--- src/rt_pkg.sv ---
`default_nettype none

package rt_pkg;

	// Screen geometry, shrunk for simulation
	localparam int SCREEN_W = 16;
	localparam int SCREEN_H = 12;
	localparam int NUM_RAYS = SCREEN_W * SCREEN_H;

	// Pixel coordinate and frame buffer address widths
	localparam int COORD_W = 4;
	localparam int ADDR_W = 8;

	// Pixel counter in the frame buffer handler
	localparam int PIX_CNT_W = $clog2(NUM_RAYS);

	// Cycles from ray_valid to pb_we
	localparam int SHADE_DEPTH = 2;

	// Pixel buffer sizing
	localparam int PB_DEPTH = 8;
	localparam int PB_PTR_W = $clog2(PB_DEPTH);
	// Free count runs 0..PB_DEPTH, one bit wider than a pointer
	localparam int PB_CNT_W = $clog2(PB_DEPTH + 1);

	// Colors for pixels that miss the box
	localparam logic [23:0] BG_COLOR = 24'h202020;
	localparam logic [23:0] STRIPE_LIGHT = 24'hffffff;
	localparam logic [23:0] STRIPE_DARK = 24'h000000;

	// Red channel of a box hit
	localparam logic [7:0] HIT_RED = 8'hff;

	// Primary ray, identified by its pixel only (orthographic camera)
	typedef struct packed {
		logic [COORD_W-1:0] x;
		logic [COORD_W-1:0] y;
	} ray_t;

	// One shaded pixel on its way to the frame buffer
	typedef struct packed {
		logic [ADDR_W-1:0] addr;
		logic [23:0] color;
	} pixel_buffer_entry_t;

endpackage: rt_pkg

`default_nettype wire

--- src/ray_gen.sv ---
`timescale 1ns/1ps
`default_nettype none

module ray_gen import rt_pkg::*; (
	input logic clk,
	input logic reset,
	input logic start,
	input logic [PB_CNT_W-1:0] pb_space,
	output logic ray_valid,
	output ray_t ray
);

	logic running;
	logic [COORD_W-1:0] x_cnt;
	logic [COORD_W-1:0] y_cnt;
	logic issue;
	logic last_col;
	logic last_pixel;

	// Rays already in the shader still need room in the pixel buffer
	assign issue = running && (pb_space > PB_CNT_W'(SHADE_DEPTH));

	assign last_col = (x_cnt == COORD_W'(SCREEN_W - 1));
	assign last_pixel = last_col && (y_cnt == COORD_W'(SCREEN_H - 1));

	assign ray_valid = issue;
	assign ray.x = x_cnt;
	assign ray.y = y_cnt;

	// Raster scan, x first then y
	always_ff @(posedge clk) begin
		if (reset) begin
			running <= 1'b0;
			x_cnt <= '0;
			y_cnt <= '0;
		end else if (!running) begin
			// start only counts while idle
			if (start) begin
				running <= 1'b1;
				x_cnt <= '0;
				y_cnt <= '0;
			end
		end else if (issue) begin
			if (last_pixel) begin
				running <= 1'b0;
				x_cnt <= '0;
				y_cnt <= '0;
			end else if (last_col) begin
				x_cnt <= '0;
				y_cnt <= y_cnt + 1'b1;
			end else begin
				x_cnt <= x_cnt + 1'b1;
			end
		end
	end

endmodule: ray_gen

`default_nettype wire

--- src/aabb_shade.sv ---
`timescale 1ns/1ps
`default_nettype none

module aabb_shade import rt_pkg::*; (
	input logic clk,
	input logic reset,
	input logic ray_valid,
	input ray_t ray,
	input logic stripes_sel,
	input logic [COORD_W-1:0] xmin,
	input logic [COORD_W-1:0] xmax,
	input logic [COORD_W-1:0] ymin,
	input logic [COORD_W-1:0] ymax,
	output logic pb_we,
	output pixel_buffer_entry_t pb_data_us
);

	// Stage one
	logic s1_valid;
	logic s1_x_in;
	logic s1_y_in;
	logic s1_odd;
	ray_t s1_ray;

	// Stage two
	logic s2_valid;
	logic [23:0] s1_color;
	logic [ADDR_W-1:0] s1_addr;

	// Valid bits follow the rays through both stages
	always_ff @(posedge clk) begin
		if (reset) begin
			s1_valid <= 1'b0;
			s2_valid <= 1'b0;
		end else begin
			s1_valid <= ray_valid;
			s2_valid <= s1_valid;
		end
	end

	// Slab tests, one per axis; the ray runs along z so only x and y matter
	always_ff @(posedge clk) begin
		s1_x_in <= (ray.x >= xmin) && (ray.x <= xmax);
		s1_y_in <= (ray.y >= ymin) && (ray.y <= ymax);
		s1_odd <= ray.y[0];
		s1_ray <= ray;
	end

	// Hit gets a gradient, miss gets plain or striped background
	always_comb begin
		if (s1_x_in && s1_y_in) begin
			s1_color = {HIT_RED, s1_ray.x, 4'h0, s1_ray.y, 4'h0};
		end else if (!stripes_sel) begin
			s1_color = BG_COLOR;
		end else if (s1_odd) begin
			s1_color = STRIPE_DARK;
		end else begin
			s1_color = STRIPE_LIGHT;
		end
	end

	// Row-major frame buffer address
	assign s1_addr = ADDR_W'(s1_ray.y * SCREEN_W + s1_ray.x);

	always_ff @(posedge clk) begin
		pb_data_us.addr <= s1_addr;
		pb_data_us.color <= s1_color;
	end

	assign pb_we = s2_valid;

endmodule: aabb_shade

`default_nettype wire

--- src/fifo.sv ---
`timescale 1ns/1ps
`default_nettype none

module fifo import rt_pkg::*; #(
	parameter type T = logic [31:0]
) (
	input logic clk,
	input logic reset,
	input logic we,
	input logic re,
	input T data_in,
	output T data_out,
	output logic empty,
	output logic full,
	output logic [PB_CNT_W-1:0] space
);

	T mem [PB_DEPTH];
	logic [PB_PTR_W-1:0] rd_ptr;
	logic [PB_PTR_W-1:0] wr_ptr;
	logic [PB_CNT_W-1:0] count;
	logic do_write;
	logic do_read;

	// Drop writes to a full buffer and reads from an empty one
	assign do_write = we && !full;
	assign do_read = re && !empty;

	assign empty = (count == '0);
	assign full = (count == PB_CNT_W'(PB_DEPTH));
	assign space = PB_CNT_W'(PB_DEPTH) - count;

	// Head of the queue, valid while empty is low
	assign data_out = mem[rd_ptr];

	always_ff @(posedge clk) begin
		if (do_write) begin
			mem[wr_ptr] <= data_in;
		end
	end

	always_ff @(posedge clk) begin
		if (reset) begin
			rd_ptr <= '0;
			wr_ptr <= '0;
			count <= '0;
		end else begin
			if (do_write) begin
				if (wr_ptr == PB_PTR_W'(PB_DEPTH - 1)) begin
					wr_ptr <= '0;
				end else begin
					wr_ptr <= wr_ptr + 1'b1;
				end
			end
			if (do_read) begin
				if (rd_ptr == PB_PTR_W'(PB_DEPTH - 1)) begin
					rd_ptr <= '0;
				end else begin
					rd_ptr <= rd_ptr + 1'b1;
				end
			end
			// Push and pop together leave the occupancy alone
			case ({do_write, do_read})
				2'b10: count <= count + 1'b1;
				2'b01: count <= count - 1'b1;
				default: count <= count;
			endcase
		end
	end

endmodule: fifo

`default_nettype wire

--- src/frame_buffer_handler.sv ---
`timescale 1ns/1ps
`default_nettype none

module frame_buffer_handler import rt_pkg::*; (
	input logic clk,
	input logic reset,
	input pixel_buffer_entry_t pb_data,
	input logic pb_empty,
	output logic pb_re,
	output logic [ADDR_W-1:0] sram_addr,
	output logic [23:0] sram_data,
	output logic sram_we_b,
	output logic frame_done
);

	typedef enum logic {
		IDLE,
		WRITE
	} fbh_state_t;

	fbh_state_t state;
	logic [PIX_CNT_W-1:0] pix_cnt;
	logic last_pix;

	// Pop only from idle, so each pixel takes two cycles
	assign pb_re = (state == IDLE) && !pb_empty;

	// Strobe is low for the whole WRITE cycle
	assign sram_we_b = (state != WRITE);

	assign last_pix = (pix_cnt == PIX_CNT_W'(NUM_RAYS - 1));

	always_ff @(posedge clk) begin
		if (reset) begin
			state <= IDLE;
		end else begin
			case (state)
				IDLE: begin
					if (!pb_empty) begin
						state <= WRITE;
					end
				end
				WRITE: state <= IDLE;
				default: state <= IDLE;
			endcase
		end
	end

	// Latch the popped entry for the write cycle
	always_ff @(posedge clk) begin
		if (pb_re) begin
			sram_addr <= pb_data.addr;
			sram_data <= pb_data.color;
		end
	end

	// Pixels written so far in this frame
	always_ff @(posedge clk) begin
		if (reset) begin
			pix_cnt <= '0;
			frame_done <= 1'b0;
		end else begin
			frame_done <= 1'b0;
			if (state == WRITE) begin
				if (last_pix) begin
					pix_cnt <= '0;
					frame_done <= 1'b1;
				end else begin
					pix_cnt <= pix_cnt + 1'b1;
				end
			end
		end
	end

endmodule: frame_buffer_handler

`default_nettype wire

--- src/raytrace_top.sv ---
`timescale 1ns/1ps
`default_nettype none

module raytrace_top import rt_pkg::*; (
	input logic clk,
	input logic reset,
	input logic start,
	input logic stripes_sel,
	input logic [COORD_W-1:0] xmin,
	input logic [COORD_W-1:0] xmax,
	input logic [COORD_W-1:0] ymin,
	input logic [COORD_W-1:0] ymax,
	output logic [ADDR_W-1:0] sram_addr,
	output logic [23:0] sram_data,
	output logic sram_we_b,
	output logic frame_done
);

	// Ray generator outputs
	logic ray_valid;
	ray_t ray;

	// Shader outputs
	logic pb_we;
	pixel_buffer_entry_t pb_data_us;

	// Pixel buffer outputs
	logic pb_empty;
	logic [PB_CNT_W-1:0] pb_space;
	pixel_buffer_entry_t pb_data_ds;

	// Frame buffer handler output
	logic pb_re;

	ray_gen rg (
		.clk(clk),
		.reset(reset),
		.start(start),
		.pb_space(pb_space),
		.ray_valid(ray_valid),
		.ray(ray)
	);

	aabb_shade shade (
		.clk(clk),
		.reset(reset),
		.ray_valid(ray_valid),
		.ray(ray),
		.stripes_sel(stripes_sel),
		.xmin(xmin),
		.xmax(xmax),
		.ymin(ymin),
		.ymax(ymax),
		.pb_we(pb_we),
		.pb_data_us(pb_data_us)
	);

	// Pixel buffer between shader and SRAM writer
	fifo #(.T(pixel_buffer_entry_t)) pb (
		.clk(clk),
		.reset(reset),
		.we(pb_we),
		.re(pb_re),
		.data_in(pb_data_us),
		.data_out(pb_data_ds),
		.empty(pb_empty),
		.full(),
		.space(pb_space)
	);

	frame_buffer_handler fbh (
		.clk(clk),
		.reset(reset),
		.pb_data(pb_data_ds),
		.pb_empty(pb_empty),
		.pb_re(pb_re),
		.sram_addr(sram_addr),
		.sram_data(sram_data),
		.sram_we_b(sram_we_b),
		.frame_done(frame_done)
	);

endmodule: raytrace_top

`default_nettype wire

--- config.mk ---
export PLATFORM = sky130hd
export DESIGN_NAME = raytrace_top
export DESIGN_NICKNAME = d
export VERILOG_FILES = /design/src/rt_pkg.sv /design/src/ray_gen.sv /design/src/aabb_shade.sv /design/src/fifo.sv /design/src/frame_buffer_handler.sv /design/src/raytrace_top.sv
export SDC_FILE = /design/constraint.sdc
export NUM_CORES = 1
export LEC_CHECK = 0
export BUFFER_PORTS_ARGS = -buffer_cell sky130_fd_sc_hd__buf_2
export CELL_PAD_IN_SITES_DETAIL_PLACEMENT = 1
export CELL_PAD_IN_SITES_GLOBAL_PLACEMENT = 2
export CORE_AREA = 2 2 145 147
export DETAILED_ROUTE_END_ITERATION = 10
export DIE_AREA = 0 0 147 149
export PLACE_DENSITY = 0.77
export RECOVER_POWER = 100
export SYNTH_ARGS = -nofsm -noshare
export SYNTH_HDL_FRONTEND = slang
export SYNTH_SLANG_ARGS = --single-unit
--- constraint.sdc ---
create_clock -name clk -period 4.4 [get_ports clk]
set_clock_uncertainty 0.15 [all_clocks]
set_input_delay 0.44 -clock clk [delete_from_list [all_inputs] [get_ports clk]]
set_output_delay 0.44 -clock clk [all_outputs]
set_load 0.02 [all_outputs]
Yosys cells after proc, flatten, opt, wreduce, memory -nomap -nowiden
Memory sizes are Yosys's and may differ from the RTL's. A register that Yosys moved wholly into a read port is not among the register bits.
Cells that the tools add are included.
Word-level totals
  latch bits: 0
  word-level logic and storage cells: 89
  output and inout bits: 34
  register bits after elaboration: 74
  memory bits (writable): 256
  bits in read-only memories: 0
  memories kept: 1
Memory list
  pb.mem: depth 8, bits a word 32, rd ports 1, clocked after memory_dff 1, write ports 1, line fifo.sv:18  | T mem [PB_DEPTH];
Operators by class
  bitwise logic cells: 2
  add/subtract/negate cells: 9
  shift operators: 0
  mux-type cells: 25
  equality and inequality tests: 10
  multiply operators: 0
  reduce and logical (&&, ||, !) cells: 17
  divide/modulo/power cells: 0
  $lt $le $gt $ge: 5
Operators with widths (number)
  two-way mux 24 bit: 2
  two-way mux 4 bit: 9
  two-way mux 16 bit: 1
  adder 4 x 1 -> 4 bit, second input constant: 3
  == test 4 bit, second input constant: 3
  adder 8 x 1 -> 8 bit, second input constant: 1
  adder 8 x 4 -> 8 bit: 1
  == test 8 bit, second input constant: 1
  greater-or-equal comparator 4 bit: 2
  less-or-equal comparator 4 bit: 2
  logical AND 1 bit: 8
  two-way mux 1 bit: 8
  two-way mux 8 bit: 1
  one-hot mux 4 bit (2 select lines): 1
  adder 3 x 1 -> 3 bit, second input constant: 2
  == test 3 bit, second input constant: 2
  two-way mux 3 bit: 2
  greater-than comparator 4 x 2 -> 1 bit, second input constant: 1
  logical NOT 4 bit: 1
  nonzero test 2 bit: 2
  OR reduction 2 bit: 2
  subtractor 4 x 1 -> 4 bit, second input constant: 1
  subtractor 4 bit, first input constant: 1
  != test 3 bit, second input constant: 1
  other kinds (8): 10

Longest topological paths before layout
  depth in word-level cells: 6
  mapped depth: 13

Hierarchy
From an unflattened synthesis, not the netlist that was laid out.
Second synthesis, totals
  cell total of the unflattened synthesis: 702
  area, all modules: 13616.8 sq um
By module, submodules not included
  fifo: area an instance 10487.6 sq um, cells an instance 455, times used 1, seq. area each 7947.6 sq um
  frame_buffer_handler: area an instance 1423.9 sq um, cells an instance 79, times used 1, seq. area each 1161.1 sq um
  aabb_shade: area an instance 1212.4 sq um, cells an instance 112, times used 1, seq. area each 620.6 sq um
  ray_gen: area an instance 493.0 sq um, cells an instance 56, times used 1, seq. area each 180.2 sq um

Worst setup path before layout
No wires, ideal clock.
  path kind: register to register
  start point: register pb.count[0]
  end point: memory pb.mem[0][11] in the netlist's numbering (enable)
  slack: 817 ps
  setup time: 444 ps
  arrival time: 2990 ps
  stages on the path, launching flop included: 7
  cells stage by stage: dfxtp_1 inv_1 ha_1 nand2b_1 o21ai_0 clkbuf_1 nor4_1
Between the ends
  cells in the longest elaborated chain, start to end: 5
Ends and longest elaborated chain
  from (decl): line fifo.sv:21  | logic [PB_CNT_W-1:0] count;
  from (signal assigned): line fifo.sv:64  | 2'b10: count <= count + 1'b1;
  from (signal assigned): line fifo.sv:65  | 2'b01: count <= count - 1'b1;
  from (signal assigned): line fifo.sv:66  | default: count <= count;
  == test 4 bit: line fifo.sv:30  | assign full = (count == PB_CNT_W'(PB_DEPTH));
  logical NOT 1 bit: line fifo.sv:26  | assign do_write = we && !full;
  logical AND 1 bit: line fifo.sv:26
  two-way mux 1 bit: line fifo.sv:37  | if (do_write) begin
  two-way mux 1 bit (implied by the code): line fifo.sv:38  | mem[wr_ptr] <= data_in;
  to (decl): line fifo.sv:18
No other way between the ends.

==> impl_metrics.json <==
{
  "fin_crit_ps": 3340,
  "final.fill_count": 2010,
  "synthArstFlopShare_pct": 0,
  "hpwl_mm": 11.1,
  "clk_pin_slew_ps": 60,
  "ys.flop_type": "edfxtp_1",
  "synth.yosys.seq_area_share_pct": 70.5,
  "start_kind": "flip-flop",
  "vias": 4632,
  "hold_buffers": 0,
  "peakVddDrop_v": 0.000317,
  "die_y_microns": 149,
  "cts_setup_buffers": 0,
  "htreeDepth": 1,
  "area_growth_syn_to_layout_pct": 13.9,
  "pin_count": 54,
  "synth_top_area_share_pct": 57.2,
  "combPwrFrac_pct": 20.7,
  "p_sw_share_pct": 27.6,
  "synthTopCellsByArea": "edfxtp_1 57%, dfxtp_1 13%, mux4_2 9.5%, ha_1 3.9%, mux2_2 2.4%",
  "synth_edf_count": 171,
  "cts_root_buffer": "clkbuf_16",
  "p_per_area_nw_per_um2": 586,
  "overflow": 0,
  "fmax_mhz": 299,
  "grt_pass1_wl_mm": 27.9,
  "required_ps": 4510,
  "drv_cap": 3,
  "core-area_sq_um": 20600,
  "antenna_found_initial": 0,
  "syn_inst": 534,
  "antenna_cells": 0,
  "tightest_slew_ps": 1550,
  "syn_avg_cell_area_sq_um": 16.8,
  "start_util_pct": 43.7,
  "relSlewSlack_pct": -3.29,
  "cts_resized": 0,
  "pwr-share-seq_pct": 45.5,
  "rsz0062_at_grt": "no",
  "drc": 0,
  "synth.distinct_cells": 45,
  "finalMaxSlewViolations": 20,
  "violations": "capacitance limit, slew limit",
  "synth_nets": 582,
  "pwr-share-clk_pct": 33.8,
  "io_buffer_count": 53,
  "yosysMostFrequentCell": "edfxtp_1",
  "worstPathArrival_ps": 3450,
  "drt-initial-drc-count": 180,
  "tns_ps": 0,
  "dieArea_sq_um": 21900,
  "status": "complete, but fails checks",
  "first_global_vias": 5074,
  "avgRoutedWirePerCell_microns": 20.2,
  "yosys_register_bits": 231,
  "static-leakage-power_uw": 0.00353,
  "layout-drive-gt1-share_pct": 19.1,
  "fp.dieW_microns": 147,
  "synth.largest_area_cell": "edfxtp_1",
  "p_sw_uw": 1650,
  "finalSetupViolations": 0,
  "rr_worst_depth": 3,
  "fin_crit_sh_pct": 75.9,
  "synth_area_sq_um": 8980,
  "dr.pass1.iters": 4,
  "fin_util_pct": 49.8,
  "path_class": "reg2reg",
  "synth_common_cells": "171 x edfxtp_1, 60 x dfxtp_1, 38 x mux4_2",
  "path_max_fanout": 21,
  "rows": 53,
  "holdPathStages": 2,
  "cp-end-kind": "flip-flop",
  "wirelength_mm": 17.9,
  "cts_sinks": 231,
  "clk_path_buf_depth": 3,
  "ys_warn_count": 0,
  "routed_via_density": 5.21,
  "routabilityCongestion": 0.732,
  "insertion_delay_ps": 500,
  "hp-class": "in2reg",
  "track_usage_pct": 16.7,
  "ant_nets": 0,
  "hold_viol": 0,
  "tritoncts": "done",
  "num-nets-final": 644,
  "internal_power_uw": 4340,
  "grt_max_degree": 28,
  "cts_buffers": 24
}
[area by class of cell]
| cell class | count | area [sq um] | area share (%) |
|---|---|---|---|
| Sequential cell | 231 | 6340 | 61.9 |
| Timing Repair Buffer | 67 | 285 | 2.79 |
| Clock inverter | 11 | 126 | 1.24 |
| Tap cell | 275 | 344 | 3.36 |
| Clock buffer | 33 | 676 | 6.61 |
| Inverter | 21 | 78.8 | 0.771 |
| Multi-Input combinational cell | 251 | 2380 | 23.3 |
[state kept, by name, indices dropped and copies added, names as in the netlist, 4 cells and up]
name / flops
pb.mem: 152
shade.pb_data_us: 19
fbh.sram_data: 11
fbh.pix_cnt: 8
fbh.sram_addr: 8
shade.s1_ray: 8
pb.count: 4
rg.x_cnt: 4
rg.y_cnt: 4
[power groups by stage]
| stage | logic, uW | registers [uW] | clock network, uW |
|---|---|---|---|
| after floorplan | 996 | 2790 | 0 |
| after global placement | 1290 | 2770 | 0 |
| final | 1240 | 2730 | 2030 |
| after detailed placement | 1320 | 2780 | 0 |
| after CTS | 1320 | 2730 | 2080 |
| after global routing | 1360 | 2760 | 2160 |
[final timing paths]
| kind | from | endpoint | slack [ps] |
|---|---|---|---|
| setup reg to reg | pb.rd_ptr[0]$_SDFFE_PP0P_ | fbh.sram_data[4]$_DFFE_PP_ | 1060 |
| hold / removal | stripes_sel | shade.pb_data_us[21]$_SDFF_PP1_ | 100 |
| setup / recovery | pb.rd_ptr[0]$_SDFFE_PP0P_ | fbh.sram_data[4]$_DFFE_PP_ | 1060 |
| hold reg to reg | shade.s1_ray[1]$_DFF_P_ | shade.pb_data_us[29]$_DFF_P_ | 210 |
[per-stage QoR]
stage | area [sq um] | std cells | setup WS [ps] | power [uW] | hold slack, ps
floorplan | 8980 | 534 | 817 | 3780 | 181
global placement | 9540 | 845 | 1710 | 4050 | 189
detailed placement | 9540 | 845 | 1590 | 4090 | 201
CTS | 10300 | 889 | 1560 | 6130 | 79.2
global route | 10200 | 889 | 707 | 6280 | 94.4
finish | 10200 | 889 | 1060 | 5990 | 95.1
[worst max-delay path, cell delays in order, from the launching register on]
cell	delay [ps]
dfxtp_1	1200
clkbuf_1	850
mux4_2	620
mux2_2	270
[metal layers]
layer | part of all wire (%) | up-vias | GRT usage [%]
met5 | 0 | - | 0
met4 | 1.9 | 0 | 4.81
met3 | 3.7 | 27 | 2.51
met2 | 52 | 86 | 31.0
met1 | 43 | 2374 | 20.4
li1 | - | 2145 | -
[logic make-up (layout without fill, tap and decap cells)]
logic type | count (synthesis) | after routing | synth area share, %
DFF | 231 | 231 | 70.5
adders and majority gates | 28 | 28 | 3.90
AOI/OAI and AO/OA | 50 | 50 | 3.52
muxes | 59 | 59 | 12.1
and+or+nand+nor | 100 | 100 | 5.61
buffers and inverters | 52 | 132 | 2.91
xor gates and xnor gates | 14 | 14 | 1.37
[placed cells by master (no fill, tap or decap), drive strengths merged, types with 9 or more instances in the layout]
master / Yosys / final
clkbuf: 9 / 79
nand2b: 12 / 12
nor2: 27 / 27
nand2: 18 / 18
mux2: 19 / 19
inv: 21 / 21
nand3: 9 / 9
ha: 28 / 28
dfxtp: 60 / 60
edfxtp: 171 / 171
a21oi: 18 / 18
a21o: 10 / 10
nor3: 12 / 12
o21ai: 11 / 11
buf: 22 / 21
mux4: 38 / 38
(Power assumes the default switching activity.)
